<file path="src/hdl/pmp_pkg.sv">
// pmp gate shared definitions
package pmp_pkg;

	// bus and region sizes
	localparam int unsigned NUM_REGIONS = 4;
	localparam int unsigned ADDR_W = 32;
	localparam int unsigned DATA_W = 32;
	localparam int unsigned MASK_W = 4;
	localparam int unsigned SRC_W = 8;
	// region address holds byte address bits 31..2
	localparam int unsigned PMP_ADDR_W = 30;

	// cpu register map, word index from a_address[9:2]
	localparam int unsigned REG_CFG = 0;
	// region addresses follow at 1..4
	localparam int unsigned REG_ADDR_BASE = 1;
	localparam int unsigned REG_GO_IDLE = 240;
	localparam int unsigned REG_DENIED_ADDR = 241;
	localparam int unsigned REG_DENIED_TYPE = 242;
	localparam int unsigned REG_STATE = 243;

	// fields of one region config byte
	localparam int unsigned CFG_R = 0;
	localparam int unsigned CFG_W = 1;
	localparam int unsigned CFG_X = 2;
	localparam int unsigned CFG_A_LO = 3;
	localparam int unsigned CFG_A_HI = 4;
	// lock bit, kept but meaningless in user mode
	localparam int unsigned CFG_L = 7;

	// data word returned with every error response
	localparam logic [DATA_W-1:0] ERR_DATA = '1;

	// tilelink a channel opcodes
	typedef enum logic [2:0] {
		PutFullData = 3'd0,
		PutPartialData = 3'd1,
		Get = 3'd4
	} tl_a_op_e;

	// tilelink d channel opcodes
	typedef enum logic [2:0] {
		AccessAck = 3'd0,
		AccessAckData = 3'd1
	} tl_d_op_e;

	// gate fsm states
	typedef enum logic [1:0] {
		idle = 2'd0,
		block_start = 2'd1,
		block_idle = 2'd2,
		block_err = 2'd3
	} guard_state_e;

	// region address matching modes
	typedef enum logic [1:0] {
		off = 2'd0,
		tor = 2'd1,
		na4 = 2'd2,
		napot = 2'd3
	} pmp_mode_e;

endpackage

</file>
<file path="src/hdl/pmp_csr_file.sv">
// pmp cpu register port
`timescale 1ns/1ps

module pmp_csr_file (
	input  logic                                                          clk,
	input  logic                                                          rst,
	input  logic                                                          cpu_a_valid_i,
	input  pmp_pkg::tl_a_op_e                                             cpu_a_opcode_i,
	input  logic [pmp_pkg::ADDR_W-1:0]                                    cpu_a_address_i,
	input  logic [pmp_pkg::DATA_W-1:0]                                    cpu_a_data_i,
	input  logic [pmp_pkg::MASK_W-1:0]                                    cpu_a_mask_i,
	input  logic [pmp_pkg::SRC_W-1:0]                                     cpu_a_source_i,
	input  logic                                                          cpu_d_ready_i,
	input  pmp_pkg::guard_state_e                                         state_i,
	input  logic [pmp_pkg::ADDR_W-1:0]                                    denied_addr_i,
	input  pmp_pkg::tl_a_op_e                                             denied_type_i,
	output logic                                                          cpu_a_ready_o,
	output logic                                                          cpu_d_valid_o,
	output pmp_pkg::tl_d_op_e                                             cpu_d_opcode_o,
	output logic [pmp_pkg::DATA_W-1:0]                                    cpu_d_data_o,
	output logic [pmp_pkg::SRC_W-1:0]                                     cpu_d_source_o,
	output logic                                                          cpu_d_error_o,
	output logic [pmp_pkg::NUM_REGIONS-1:0][7:0]                          pmp_cfg_o,
	output logic [pmp_pkg::NUM_REGIONS-1:0][pmp_pkg::PMP_ADDR_W-1:0]      pmp_addr_o,
	output logic                                                          go_idle_o
);

	logic [7:0] idx;
	logic accept;
	logic is_put;
	logic is_get;
	logic full_mask;
	logic [pmp_pkg::NUM_REGIONS-1:0] region_sel;
	logic [pmp_pkg::NUM_REGIONS-1:0] addr_we;
	logic cfg_we;
	logic go_idle_we;
	logic rsp_err;
	logic [pmp_pkg::DATA_W-1:0] rd_data;

	// only one beat in flight, so ready just waits for the response to drain
	assign cpu_a_ready_o = !cpu_d_valid_o;
	assign accept = cpu_a_valid_i && cpu_a_ready_o;

	// word index, byte lanes below are not decoded
	assign idx = cpu_a_address_i[9:2];
	assign is_put = (cpu_a_opcode_i == pmp_pkg::PutFullData) ||
		(cpu_a_opcode_i == pmp_pkg::PutPartialData);
	assign is_get = (cpu_a_opcode_i == pmp_pkg::Get);
	// sub-word access is not supported
	assign full_mask = &cpu_a_mask_i;

	always_comb begin
		for (int i = 0; i < pmp_pkg::NUM_REGIONS; i++) begin
			region_sel[i] = (idx == pmp_pkg::REG_ADDR_BASE + i);
		end
	end

	// decode, error unless a mapped register accepts the access
	always_comb begin
		cfg_we = 1'b0;
		addr_we = '0;
		go_idle_we = 1'b0;
		rd_data = '0;
		rsp_err = 1'b1;
		if (full_mask && is_put) begin
			if (idx == pmp_pkg::REG_CFG) begin
				cfg_we = 1'b1;
				rsp_err = 1'b0;
			end else if (|region_sel) begin
				addr_we = region_sel;
				rsp_err = 1'b0;
			end else if (idx == pmp_pkg::REG_GO_IDLE) begin
				go_idle_we = 1'b1;
				rsp_err = 1'b0;
			end
			// denied registers and state stay read only
		end else if (full_mask && is_get) begin
			rsp_err = 1'b0;
			if (idx == pmp_pkg::REG_CFG) begin
				rd_data = pmp_cfg_o;
			end else if (|region_sel) begin
				for (int i = 0; i < pmp_pkg::NUM_REGIONS; i++) begin
					if (region_sel[i]) begin
						rd_data = {{(pmp_pkg::DATA_W - pmp_pkg::PMP_ADDR_W){1'b0}}, pmp_addr_o[i]};
					end
				end
			end else if (idx == pmp_pkg::REG_DENIED_ADDR) begin
				rd_data = denied_addr_i;
			end else if (idx == pmp_pkg::REG_DENIED_TYPE) begin
				rd_data = {{(pmp_pkg::DATA_W - 3){1'b0}}, denied_type_i};
			end else if (idx == pmp_pkg::REG_STATE) begin
				rd_data = {{(pmp_pkg::DATA_W - 2){1'b0}}, state_i};
			end else begin
				rsp_err = 1'b1;
			end
		end
	end

	// region registers, response valid and the go-idle strobe
	always_ff @(posedge clk or negedge rst) begin
		if (!rst) begin
			cpu_d_valid_o <= 1'b0;
			go_idle_o <= 1'b0;
			pmp_cfg_o <= '0;
			pmp_addr_o <= '0;
		end else begin
			// single cycle pulse towards the gate fsm
			go_idle_o <= accept && go_idle_we;
			if (accept) begin
				cpu_d_valid_o <= 1'b1;
			end else if (cpu_d_ready_i) begin
				cpu_d_valid_o <= 1'b0;
			end
			if (accept && cfg_we) begin
				pmp_cfg_o <= cpu_a_data_i;
			end
			for (int i = 0; i < pmp_pkg::NUM_REGIONS; i++) begin
				if (accept && addr_we[i]) begin
					pmp_addr_o[i] <= cpu_a_data_i[pmp_pkg::PMP_ADDR_W-1:0];
				end
			end
		end
	end

	// response payload, held while d_valid waits for d_ready
	always_ff @(posedge clk) begin
		if (accept) begin
			cpu_d_opcode_o <= is_get ? pmp_pkg::AccessAckData : pmp_pkg::AccessAck;
			cpu_d_data_o <= rsp_err ? pmp_pkg::ERR_DATA : rd_data;
			cpu_d_error_o <= rsp_err;
			cpu_d_source_o <= cpu_a_source_i;
		end
	end

endmodule

</file>
<file path="src/hdl/pmp_checker.sv">
// pmp region match and permission check
`timescale 1ns/1ps

module pmp_checker (
	input  logic [pmp_pkg::NUM_REGIONS-1:0][7:0]                      pmp_cfg_i,
	input  logic [pmp_pkg::NUM_REGIONS-1:0][pmp_pkg::PMP_ADDR_W-1:0]  pmp_addr_i,
	input  logic [pmp_pkg::ADDR_W-1:0]                                req_addr_i,
	input  pmp_pkg::tl_a_op_e                                         req_opcode_i,
	output logic                                                      deny_o
);

	logic [pmp_pkg::PMP_ADDR_W-1:0] word_addr;
	logic is_get;
	logic is_put;
	logic [pmp_pkg::NUM_REGIONS-1:0] match;
	logic [pmp_pkg::NUM_REGIONS-1:0] allow;

	// regions are compared on word granularity
	assign word_addr = req_addr_i[pmp_pkg::ADDR_W-1:2];
	assign is_get = (req_opcode_i == pmp_pkg::Get);
	assign is_put = (req_opcode_i == pmp_pkg::PutFullData) ||
		(req_opcode_i == pmp_pkg::PutPartialData);

	for (genvar i = 0; i < pmp_pkg::NUM_REGIONS; i++) begin : gen_region
		logic [pmp_pkg::PMP_ADDR_W-1:0] base;
		logic [pmp_pkg::PMP_ADDR_W-1:0] care;
		pmp_pkg::pmp_mode_e mode;
		logic hit;

		// tor lower bound is the previous region, region 0 starts at zero
		if (i == 0) begin : gen_first
			assign base = '0;
		end else begin : gen_next
			assign base = pmp_addr_i[i-1];
		end

		assign mode = pmp_pkg::pmp_mode_e'(pmp_cfg_i[i][pmp_pkg::CFG_A_HI:pmp_pkg::CFG_A_LO]);

		// napot: trailing ones plus the lowest zero are don't care
		// an all ones address therefore covers everything
		assign care = ~(pmp_addr_i[i] ^ (pmp_addr_i[i] + 1'b1));

		always_comb begin
			unique case (mode)
				pmp_pkg::tor: hit = (word_addr >= base) && (word_addr < pmp_addr_i[i]);
				pmp_pkg::na4: hit = (word_addr == pmp_addr_i[i]);
				pmp_pkg::napot: hit = ((word_addr & care) == (pmp_addr_i[i] & care));
				default: hit = 1'b0;
			endcase
		end

		assign match[i] = hit;
		// reads need R, writes need W, anything else never passes
		assign allow[i] = (is_get && pmp_cfg_i[i][pmp_pkg::CFG_R]) ||
			(is_put && pmp_cfg_i[i][pmp_pkg::CFG_W]);
	end

	// lowest matching region wins, walk down so it is assigned last
	// no match in user mode means denied
	always_comb begin
		deny_o = 1'b1;
		for (int i = pmp_pkg::NUM_REGIONS - 1; i >= 0; i--) begin
			if (match[i]) begin
				deny_o = !allow[i];
			end
		end
	end

endmodule

</file>
<file path="src/hdl/bus_guard.sv">
// host gate fsm and error response
`timescale 1ns/1ps

module bus_guard (
	input  logic                          clk,
	input  logic                          rst,
	input  logic                          host_a_valid_i,
	input  pmp_pkg::tl_a_op_e             host_a_opcode_i,
	input  logic [pmp_pkg::ADDR_W-1:0]    host_a_address_i,
	input  logic [pmp_pkg::DATA_W-1:0]    host_a_data_i,
	input  logic [pmp_pkg::MASK_W-1:0]    host_a_mask_i,
	input  logic [pmp_pkg::SRC_W-1:0]     host_a_source_i,
	input  logic                          host_d_ready_i,
	input  logic                          dev_a_ready_i,
	input  logic                          dev_d_valid_i,
	input  pmp_pkg::tl_d_op_e             dev_d_opcode_i,
	input  logic [pmp_pkg::DATA_W-1:0]    dev_d_data_i,
	input  logic [pmp_pkg::SRC_W-1:0]     dev_d_source_i,
	input  logic                          dev_d_error_i,
	input  logic                          deny_i,
	input  logic                          go_idle_i,
	output logic                          host_a_ready_o,
	output logic                          host_d_valid_o,
	output pmp_pkg::tl_d_op_e             host_d_opcode_o,
	output logic [pmp_pkg::DATA_W-1:0]    host_d_data_o,
	output logic [pmp_pkg::SRC_W-1:0]     host_d_source_o,
	output logic                          host_d_error_o,
	output logic                          dev_a_valid_o,
	output pmp_pkg::tl_a_op_e             dev_a_opcode_o,
	output logic [pmp_pkg::ADDR_W-1:0]    dev_a_address_o,
	output logic [pmp_pkg::DATA_W-1:0]    dev_a_data_o,
	output logic [pmp_pkg::MASK_W-1:0]    dev_a_mask_o,
	output logic [pmp_pkg::SRC_W-1:0]     dev_a_source_o,
	output logic                          dev_d_ready_o,
	output logic                          irq_o,
	output pmp_pkg::guard_state_e         state_o,
	output logic [pmp_pkg::ADDR_W-1:0]    denied_addr_o,
	output pmp_pkg::tl_a_op_e             denied_type_o
);

	pmp_pkg::guard_state_e state_q;
	pmp_pkg::guard_state_e next_state;
	logic deny_hit;
	logic pass_d;
	logic [pmp_pkg::SRC_W-1:0] err_source_q;
	pmp_pkg::tl_d_op_e err_opcode;

	assign state_o = state_q;

	// a channel payload goes to the device unchanged, only valid is gated
	assign dev_a_opcode_o = host_a_opcode_i;
	assign dev_a_address_o = host_a_address_i;
	assign dev_a_data_o = host_a_data_i;
	assign dev_a_mask_o = host_a_mask_i;
	assign dev_a_source_o = host_a_source_i;

	// denied beat is swallowed here, the device never sees it
	assign deny_hit = (state_q == pmp_pkg::idle) && host_a_valid_i && dev_a_ready_i && deny_i;

	// a denied Get still expects data back
	assign err_opcode = (denied_type_o == pmp_pkg::Get) ? pmp_pkg::AccessAckData :
		pmp_pkg::AccessAck;

	always_comb begin
		next_state = state_q;
		// blocked unless a state opens a path
		host_a_ready_o = 1'b0;
		dev_a_valid_o = 1'b0;
		dev_d_ready_o = 1'b0;
		pass_d = 1'b0;
		unique case (state_q)
			pmp_pkg::idle: begin
				host_a_ready_o = dev_a_ready_i;
				dev_a_valid_o = host_a_valid_i && !deny_i;
				dev_d_ready_o = host_d_ready_i;
				pass_d = 1'b1;
				if (deny_hit) begin
					next_state = pmp_pkg::block_start;
				end
			end
			pmp_pkg::block_start: begin
				// error response is up, outcome depends on d handshake and release
				if (host_d_ready_i && go_idle_i) begin
					next_state = pmp_pkg::idle;
				end else if (host_d_ready_i) begin
					next_state = pmp_pkg::block_err;
				end else if (go_idle_i) begin
					next_state = pmp_pkg::block_idle;
				end
			end
			pmp_pkg::block_idle: begin
				// already released, just finish the error response
				if (host_d_ready_i) begin
					next_state = pmp_pkg::idle;
				end
			end
			default: begin
				// block_err, late device responses may still drain
				dev_d_ready_o = host_d_ready_i;
				pass_d = 1'b1;
				if (go_idle_i) begin
					next_state = pmp_pkg::idle;
				end
			end
		endcase
	end

	// d channel mux, device pass-through or the held error response
	assign host_d_valid_o = pass_d ? dev_d_valid_i : 1'b1;
	assign host_d_opcode_o = pass_d ? dev_d_opcode_i : err_opcode;
	assign host_d_data_o = pass_d ? dev_d_data_i : pmp_pkg::ERR_DATA;
	assign host_d_source_o = pass_d ? dev_d_source_i : err_source_q;
	assign host_d_error_o = pass_d ? dev_d_error_i : 1'b1;

	always_ff @(posedge clk or negedge rst) begin
		if (!rst) begin
			state_q <= pmp_pkg::idle;
			irq_o <= 1'b0;
			denied_addr_o <= '0;
			denied_type_o <= pmp_pkg::PutFullData;
		end else begin
			state_q <= next_state;
			// one cycle pulse after the denied beat
			irq_o <= deny_hit;
			if (deny_hit) begin
				denied_addr_o <= host_a_address_i;
				denied_type_o <= host_a_opcode_i;
			end
		end
	end

	// source only matters while the error response is shown
	always_ff @(posedge clk) begin
		if (deny_hit) begin
			err_source_q <= host_a_source_i;
		end
	end

endmodule

</file>
<file path="src/hdl/access_control.sv">
// pmp access control gate top
`timescale 1ns/1ps

module access_control (
	input  logic                          clk,
	input  logic                          rst,
	output logic                          irq_o,
	// host side
	input  logic                          host_a_valid_i,
	input  pmp_pkg::tl_a_op_e             host_a_opcode_i,
	input  logic [pmp_pkg::ADDR_W-1:0]    host_a_address_i,
	input  logic [pmp_pkg::DATA_W-1:0]    host_a_data_i,
	input  logic [pmp_pkg::MASK_W-1:0]    host_a_mask_i,
	input  logic [pmp_pkg::SRC_W-1:0]     host_a_source_i,
	output logic                          host_a_ready_o,
	output logic                          host_d_valid_o,
	output pmp_pkg::tl_d_op_e             host_d_opcode_o,
	output logic [pmp_pkg::DATA_W-1:0]    host_d_data_o,
	output logic [pmp_pkg::SRC_W-1:0]     host_d_source_o,
	output logic                          host_d_error_o,
	input  logic                          host_d_ready_i,
	// device side
	output logic                          dev_a_valid_o,
	output pmp_pkg::tl_a_op_e             dev_a_opcode_o,
	output logic [pmp_pkg::ADDR_W-1:0]    dev_a_address_o,
	output logic [pmp_pkg::DATA_W-1:0]    dev_a_data_o,
	output logic [pmp_pkg::MASK_W-1:0]    dev_a_mask_o,
	output logic [pmp_pkg::SRC_W-1:0]     dev_a_source_o,
	input  logic                          dev_a_ready_i,
	input  logic                          dev_d_valid_i,
	input  pmp_pkg::tl_d_op_e             dev_d_opcode_i,
	input  logic [pmp_pkg::DATA_W-1:0]    dev_d_data_i,
	input  logic [pmp_pkg::SRC_W-1:0]     dev_d_source_i,
	input  logic                          dev_d_error_i,
	output logic                          dev_d_ready_o,
	// cpu configuration port
	input  logic                          cpu_a_valid_i,
	input  pmp_pkg::tl_a_op_e             cpu_a_opcode_i,
	input  logic [pmp_pkg::ADDR_W-1:0]    cpu_a_address_i,
	input  logic [pmp_pkg::DATA_W-1:0]    cpu_a_data_i,
	input  logic [pmp_pkg::MASK_W-1:0]    cpu_a_mask_i,
	input  logic [pmp_pkg::SRC_W-1:0]     cpu_a_source_i,
	output logic                          cpu_a_ready_o,
	output logic                          cpu_d_valid_o,
	output pmp_pkg::tl_d_op_e             cpu_d_opcode_o,
	output logic [pmp_pkg::DATA_W-1:0]    cpu_d_data_o,
	output logic [pmp_pkg::SRC_W-1:0]     cpu_d_source_o,
	output logic                          cpu_d_error_o,
	input  logic                          cpu_d_ready_i
);

	// region setup from the register file
	logic [pmp_pkg::NUM_REGIONS-1:0][7:0] pmp_cfg;
	logic [pmp_pkg::NUM_REGIONS-1:0][pmp_pkg::PMP_ADDR_W-1:0] pmp_addr;
	// gate control and status
	logic go_idle;
	logic deny;
	pmp_pkg::guard_state_e state;
	logic [pmp_pkg::ADDR_W-1:0] denied_addr;
	pmp_pkg::tl_a_op_e denied_type;

	pmp_csr_file i_pmp_csr_file (
		.clk             (clk),
		.rst             (rst),
		.cpu_a_valid_i   (cpu_a_valid_i),
		.cpu_a_opcode_i  (cpu_a_opcode_i),
		.cpu_a_address_i (cpu_a_address_i),
		.cpu_a_data_i    (cpu_a_data_i),
		.cpu_a_mask_i    (cpu_a_mask_i),
		.cpu_a_source_i  (cpu_a_source_i),
		.cpu_d_ready_i   (cpu_d_ready_i),
		.state_i         (state),
		.denied_addr_i   (denied_addr),
		.denied_type_i   (denied_type),
		.cpu_a_ready_o   (cpu_a_ready_o),
		.cpu_d_valid_o   (cpu_d_valid_o),
		.cpu_d_opcode_o  (cpu_d_opcode_o),
		.cpu_d_data_o    (cpu_d_data_o),
		.cpu_d_source_o  (cpu_d_source_o),
		.cpu_d_error_o   (cpu_d_error_o),
		.pmp_cfg_o       (pmp_cfg),
		.pmp_addr_o      (pmp_addr),
		.go_idle_o       (go_idle)
	);

	// checks the live host request, not a registered copy
	pmp_checker i_pmp_checker (
		.pmp_cfg_i    (pmp_cfg),
		.pmp_addr_i   (pmp_addr),
		.req_addr_i   (host_a_address_i),
		.req_opcode_i (host_a_opcode_i),
		.deny_o       (deny)
	);

	bus_guard i_bus_guard (
		.clk              (clk),
		.rst              (rst),
		.host_a_valid_i   (host_a_valid_i),
		.host_a_opcode_i  (host_a_opcode_i),
		.host_a_address_i (host_a_address_i),
		.host_a_data_i    (host_a_data_i),
		.host_a_mask_i    (host_a_mask_i),
		.host_a_source_i  (host_a_source_i),
		.host_d_ready_i   (host_d_ready_i),
		.dev_a_ready_i    (dev_a_ready_i),
		.dev_d_valid_i    (dev_d_valid_i),
		.dev_d_opcode_i   (dev_d_opcode_i),
		.dev_d_data_i     (dev_d_data_i),
		.dev_d_source_i   (dev_d_source_i),
		.dev_d_error_i    (dev_d_error_i),
		.deny_i           (deny),
		.go_idle_i        (go_idle),
		.host_a_ready_o   (host_a_ready_o),
		.host_d_valid_o   (host_d_valid_o),
		.host_d_opcode_o  (host_d_opcode_o),
		.host_d_data_o    (host_d_data_o),
		.host_d_source_o  (host_d_source_o),
		.host_d_error_o   (host_d_error_o),
		.dev_a_valid_o    (dev_a_valid_o),
		.dev_a_opcode_o   (dev_a_opcode_o),
		.dev_a_address_o  (dev_a_address_o),
		.dev_a_data_o     (dev_a_data_o),
		.dev_a_mask_o     (dev_a_mask_o),
		.dev_a_source_o   (dev_a_source_o),
		.dev_d_ready_o    (dev_d_ready_o),
		.irq_o            (irq_o),
		.state_o          (state),
		.denied_addr_o    (denied_addr),
		.denied_type_o    (denied_type)
	);

endmodule

</file>
<file path="config.mk">
export PLATFORM = sky130hd
export DESIGN_NAME = access_control
export DESIGN_NICKNAME = d
export VERILOG_FILES = /design/src/hdl/pmp_pkg.sv /design/src/hdl/pmp_csr_file.sv /design/src/hdl/pmp_checker.sv /design/src/hdl/bus_guard.sv /design/src/hdl/access_control.sv
export SDC_FILE = /design/constraint.sdc
export NUM_CORES = 1
export LEC_CHECK = 0
export BUFFER_PORTS_ARGS = -buffer_cell sky130_fd_sc_hd__buf_2
export CORE_MARGIN = 4
export CORE_UTILIZATION = 53
export CTS_BUF_LIST = sky130_fd_sc_hd__clkbuf_8
export CTS_CLUSTER_DIAMETER = 100
export DETAILED_ROUTE_END_ITERATION = 10
export PLACE_DENSITY_LB_ADDON = 0.25
export SLEW_MARGIN = 20
export SYNTH_ARGS = -nofsm -noshare
export SYNTH_HDL_FRONTEND = slang
export SYNTH_HIERARCHICAL = 1
export SYNTH_SLANG_ARGS = --single-unit
</file>
<file path="constraint.sdc">
create_clock -name clk -period 4.5 [get_ports clk]
set_clock_uncertainty 0.2 [all_clocks]
set_input_delay 0.675 -clock clk [delete_from_list [all_inputs] [get_ports clk]]
set_output_delay 0.675 -clock clk [all_outputs]
set_load 0.1 [all_outputs]
</file>
# [Word-level counts from Yosys, hierarchy flattened]
# Cells that the tools add are included.
[word_totals] regBits=244 inputBits=210 output_inout_bits=174 elab_cells=190
[op_classes] add_sub_neg=4 n_lt_le_gt_ge=8 eq_ne=38 mux=57 n_bitwise=16 reduce_logical=48
[op_table] cell="AND 30 bit" count=8
[op_table] cell="equality test 30 bit" count=8
[op_table] cell="2-to-1 mux 32 bit" count=7
[op_table] cell="adder 30 x 1 -> 30 bit (second input constant)" count=4
[op_table] cell="< comparator 30 bit" count=4
[op_table] cell="2-to-1 mux 30 bit" count=4
[op_table] cell="inverter 30 bit" count=4
[op_table] cell="XOR 30 bit" count=4
[op_table] cell=">= comparator 30 bit" count=3
[op_table] cell="equality test 8 bit (second input constant)" count=4
[op_table] cell=">= comparator 30 x 1 -> 1 bit (second input constant)" count=1
[op_table] cell="2-to-1 mux 1 bit" count=29
[op_table] cell="logical AND 1 bit" count=26
[op_table] cell="equality test 2 bit (second input constant)" count=9
[op_table] cell="equality test 8 x 2 -> 1 bit (second input constant)" count=2
[op_table] cell="2-to-1 mux 2 bit" count=7
[op_table] cell="2-to-1 mux 4 bit" count=3
[op_table] cell="one-hot mux 1 bit (3 select lines)" count=4
[op_table] cell="equality test 2 x 1 -> 1 bit (second input constant)" count=5
[op_table] cell="equality test 3 bit (second input constant)" count=3
[op_table] cell="equality test 8 x 1 -> 1 bit (second input constant)" count=1
[op_table] cell="equality test 8 x 3 -> 1 bit (second input constant)" count=1
[op_table] cell="logical NOT 8 bit" count=1
[op_table] cell="2-to-1 mux 8 bit" count=1
[op_table] cell="other kinds (15)" count=28

# [Depth between registers and ports, before layout]
[depth] word_depth=13 ltp_mapped=23 ltp_nobuf=22

# [Hierarchy]
# The synthesis kept the hierarchy.
[modules_own_cells] mod="pmp_csr_file" n_inst=1 cells_per_inst=668 area_per_inst_um2=9077.5
[modules_own_cells] mod="pmp_checker" n_inst=1 cells_per_inst=1198 area_per_inst_um2=8719.6
[modules_own_cells] mod="bus_guard" n_inst=1 cells_per_inst=312 area_per_inst_um2=2747.6

# [Worst setup path before layout]
# No wires, ideal clock.
[synth_timing] kind="flip-flop to output port" start="reg i_pmp_csr_file/pmp_addr_o[91] in the netlist's numbering" end="out dev_a_valid_o" arrival_time_ns=4.963 slack_ns=-1.338 stages_incl_launch_ff=20 n_path_buf=0 cell_sequence="dfrtp_1 -> ha_1 -> nand3_1 -> or3_1 -> or2_1 -> nor2_1 -> inv_2 -> nor2_1 -> nand3_1 -> or3_1 -> ha_1 -> xor2_1 -> nor3b_1 -> nor4b_1 -> nand4_1 -> nor4_1 -> o221ai_2 -> mux2i_1 -> a211oi_1 -> nor2_1"
[synth_via] elab_chain_len=13 elab_cells_between_ends=17
[synth_lines] item="start: declaration" line_no="pmp_csr_file.sv:24" source="output logic [pmp_pkg::NUM_REGIONS-1:0][pmp_pkg::PMP_ADDR_W-1:0] pmp_addr_o,"
[synth_lines] item="start signal: indexed assignment" line_no="pmp_csr_file.sv:119" source="pmp_addr_o[i] <= cpu_a_data_i[pmp_pkg::PMP_ADDR_W-1:0];"
[synth_lines] item="adder 30 x 1 -> 30 bit" line_no="pmp_checker.sv:41" source="assign care = ~(pmp_addr_i[i] ^ (pmp_addr_i[i] + 1'b1));"
[synth_lines] item="XOR 30 bit" line_no="pmp_checker.sv:41"
[synth_lines] item="inverter 30 bit" line_no="pmp_checker.sv:41"
[synth_lines] item="AND 30 bit" line_no="pmp_checker.sv:47" source="pmp_pkg::napot: hit = ((word_addr & care) == (pmp_addr_i[i] & care));"
[synth_lines] item="equality test 30 bit" line_no="pmp_checker.sv:47"
[synth_lines] item="one-hot mux 1 bit (3 select lines) *" line_no="pmp_checker.sv:44" source="unique case (mode)"
[synth_lines] item="2-to-1 mux 1 bit * (4 in series)" line_no="pmp_checker.sv:63" source="if (match[i]) begin"
[synth_lines] item="net deny" line_no="access_control.sv:57" source="logic deny;"
[synth_lines] item="logical NOT 1 bit *" line_no="bus_guard.sv:74" source="dev_a_valid_o = host_a_valid_i && !deny_i;"
[synth_lines] item="logical AND 1 bit *" line_no="bus_guard.sv:74"
[synth_lines] item="2-to-1 mux 1 bit *" line_no="bus_guard.sv:71" source="unique case (state_q)"
[synth_lines] item="end: declaration" line_no="access_control.sv:23" source="output logic dev_a_valid_o,"
# Mark *: on every way through the listed nets, which the timed path passes. The rest lies on a longest branch.

# [Final worst setup path]
# Ends and elaborated chain as after synthesis.

==> results.yml <==
cells_and_area:
  drive_gt1_share_pct: 38.6
  multiInputGateArea_sq_um: 13300
  fill_cells: 3077
  regArea_sq_um: 6310
  antennaDiodeCount: 0
  final_nets: 3152
  utilization_pct: 68.7
  finalInstanceArea_sq_um: 26000
  area_delta_synth_final_pct: 26.8
critical_path:
  endpoint_kind: "output port"
  criticalPathCategory: "reg -> out"
  ff2ff_path_depth: 26
  r2r_slack_ps: -730
  required_ps: 3620
  crit_chain: "ha_4 > nand3_4 > or3_4 > or2_4 > nor2_4 > inv_2 > nor2_4 > nand3_2 > or3_4 > ha_4 > xor2_2 > a21boi_1 > nor4b_4 > nand4_1 > nor4_2 > o221ai_2 > mux2i_2 > a211oi_4 > nor2_4 > buf_12"
  critPathMaxFanout: 2
  startpoint_type: "register"
  cp_slowest_cell: "or3_4"
  worst_r2r_endpoint: "i_bus_guard/denied_addr_o[16]"
  startpoint: "i_pmp_csr_file/pmp_addr_o[91]"
  r2r-start: "i_pmp_csr_file/pmp_addr_o[64]"
  cpMostUsedCell: "nor2_4"
  cpPeakStageDelay_ps: 420
  worst_ep_arrival_time_ps: 4870
yosys:
  async_flop_share_pct: 79.3
  synthTopCellsByCount: "242 x ha_1, 202 x nand2_1, 192 x dfrtp_1"
  synth_area_sq_um: 20500
  synth_edf_count: 50
  ys_seq_elements: 242
  avgSynthCellArea_sq_um: 9.43
  synth_top_area_share_pct: 23.4
  ys_seq_area_share_pct: 30.7
  synth_largest_area_cell: "dfrtp_1"
  yosysMostFrequentCell: "ha_1"
  yosysWarnings: 6
  synthCells: 2178
  yosysUniqueCellTypes: 85
  ys_dominant_reg_cell: "dfrtp_1"
  ys_top_cells_by_area: "dfrtp_1 23%, ha_1 15%, mux2_2 9.9%, edfxtp_1 7.3%, xnor2_1 4.4%"
sta:
  tightest_slew_ps: 785
  period_minus_slack_ps: 5750
  slew_violations: 0
  max-slew-margin-rel_pct: 47.3
  finalCritPeriodShare_pct: 128
  hold_ws_ps: 32.5
  fmax_mhz: 174
  finalHoldViolations: 0
  rsz0062_at_grt: "yes"
  fin_ws_ps: -1250
  finalSetupViolCount: 47
drt:
  routed_wl_um: 85800
  drtPass1Iterations: 5
  first_iter_violations: 1750
  via_per_inst: 6.11
  wl_per_cell_um: 26.4
  vias: 19800
  drc: 0
  drtAntennaViolNets: 0
grt:
  track_usage_pct: 39.9
  grt_pass1_vias: 19800
  grt_antenna_before_repair: 0
  grt_pass1_wl_um: 125000
  grt-ovfl-total: 0
  grt_max_degree: 92
clock_network:
  cts-root-buf: "clkbuf_8"
  cts.sinks: 242
  numCtsBuffers: 44
  clk_latency_ps: 630
  ctsLongestPathBuffers: 3
  cts_tree: "done"
  htreeDepth: 2
  path_clk_slew_ps: 70
floorplan:
  fp.dieH_um: 205
  die_w_um: 205
  die-area_sq_um: 42000
  start_util_pct: 54.2
  ioPinCount: 384
  core_area_sq_um: 37900
  placementRows: 71
power:
  p_per_area_nw_per_um2: 313
  p_leak_uw: 0.0118
  max-vdd-ir-drop_uv: 495
  power.total_uw: 8160
min_path:
  hold_depth: 1
  hold_end: "i_pmp_csr_file/cpu_d_source_o[7]"
  min_path_type: "in -> reg"
  min_from: "cpu_a_source_i[7]"
run:
  maxCapViolations: 0
status:
  status: "finished with violations"
  violations: "negative setup slack"
placement:
  place_hpwl_um: 66400
  io_buffers: 285
  gp_congestion: 1.06
  dpl-instance-area_sq_um: 24300
  place_ws_ps: -1150
[kinds of logic (layout without fill, tap and decap cells)]
| logic type | after synthesis | count (layout) | synth area share [%] |
|---|---|---|---|
| AOI/OAI and AO/OA | 342 | 342 | 11.8 |
| muxes | 189 | 189 | 10.3 |
| buffers and inverters | 332 | 887 | 8.15 |
| DFF | 242 | 242 | 30.7 |
| and+or+nand+nor | 678 | 678 | 17.8 |
| adders and majority gates | 242 | 242 | 14.7 |
| xor gates and xnor gates | 152 | 152 | 6.48 |
| other | 1 | 2 | 0.0183 |
[stage by stage]
step           setup TNS [ps]  cells
2_1_floorplan            -331   2179
3_3_place_gp           -37600   3148
3_5_place_dp           -41310   3148
4_1_cts                -29900   3243
5_1_grt                -37450   3245
6_report               -30680   3245
[critical path, delay by kind of cell, from the launching register on]
family	cells	cell delay [ps]
and+or+nand+nor	11	2290
AOI/OAI and AO/OA	3	420
adders and majority gates	2	450
xor gates and xnor gates	1	170
buffers and inverters	2	270
DFF	1	400
muxes	1	230
[per-layer routing]
metal | routed length (um) | global-route usage, % | up-vias
li1 | - | - | 8825
met1 | 34400 | 51.4 | 9705
met2 | 37900 | 62.2 | 1027
met3 | 8230 | 9.36 | 279
met4 | 5220 | 21.7 | 0
met5 | 0 | 0 | -
[cell usage in the layout (no fill, tap or decap), types with 11 or more instances in the layout]
master    netlist  final
mux2_2        180    180
a221oi_2       20     20
nand3_1        60     53
nor3b_1        19     17
inv_2          12     12
inv_1         171    192
o21a_1         14     14
clkbuf_8        0     53
buf_4          84    309
buf_2          25    283
dfrtp_1       192    191
o21ai_1        14     14
nand4_1        53     53
nor4b_1        27     16
a21oi_1        92     89
o21ai_0        58     58
and4b_1        12     12
xnor2_1       103     99
and4_1         14     14
nor4_1         19     12
xor2_1         49     46
o41ai_1        22     22
or3_1          24     20
and3_1         14     12
nor2_1         79     71
nand2_1       202    156
nor3_1         63     56
a22o_1         22     22
buf_12          0     16
nand2b_1       11     11
or2_2          23     23
ha_1          242    237
nand2_2         0     36
a21boi_0       27     23
or2_1          14     13
edfxtp_1       50     50
[worst max-delay path by stage]
| stage | to | slack [ps] | cells after the start |
|---|---|---|---|
| finish | dev_a_valid_o | -1250 | 20 |
| detailed placement | dev_a_valid_o | -1150 | 20 |
| CTS | dev_a_valid_o | -1360 | 20 |
| floorplan | dev_a_valid_o | -330 | 19 |
| global placement | dev_a_valid_o | -1070 | 20 |
| global route | dev_a_valid_o | -1380 | 21 |
[final cells by class]
cell class / count / area share [%]
inverters: 186 / 2.81
clock buffers: 52 / 2.75
flip-flops and latches: 242 / 24.2
multi-input cells: 1605 / 51.0
repair buffers: 621 / 16.2
well taps: 511 / 2.45
clock inverters: 28 / 0.552
[state kept, by name, summed over array words and instances, names as in the netlist, 2 cells and up]
signal / cells
i_bus_guard/err_source_q: 8
i_bus_guard/denied_type_o: 3
i_pmp_csr_file/pmp_cfg_o: 32
i_pmp_csr_file/cpu_d_data_o: 32
i_pmp_csr_file/pmp_addr_o: 120
i_bus_guard/denied_addr_o: 32
i_pmp_csr_file/cpu_d_source_o: 8
i_bus_guard/state_o: 2
[power breakdown]
| group | total [uW] | switching (uW) | internal, uW |
|---|---|---|---|
| Sequential | 2540 | 118 | 2420 |
| Clock | 2120 | 1020 | 1110 |
| Combinational | 3500 | 2770 | 727 |
[timing repair]
item,CTS,global route
gates cloned,4,0
gates resized for setup,62,102
buffers inserted,12,5
setup endpoints to repair,47,47
hold endpoints to repair,89,0
pin swaps,32,63
hold buffers,1,0
Note: power is estimated with default switching activity, not from simulation.
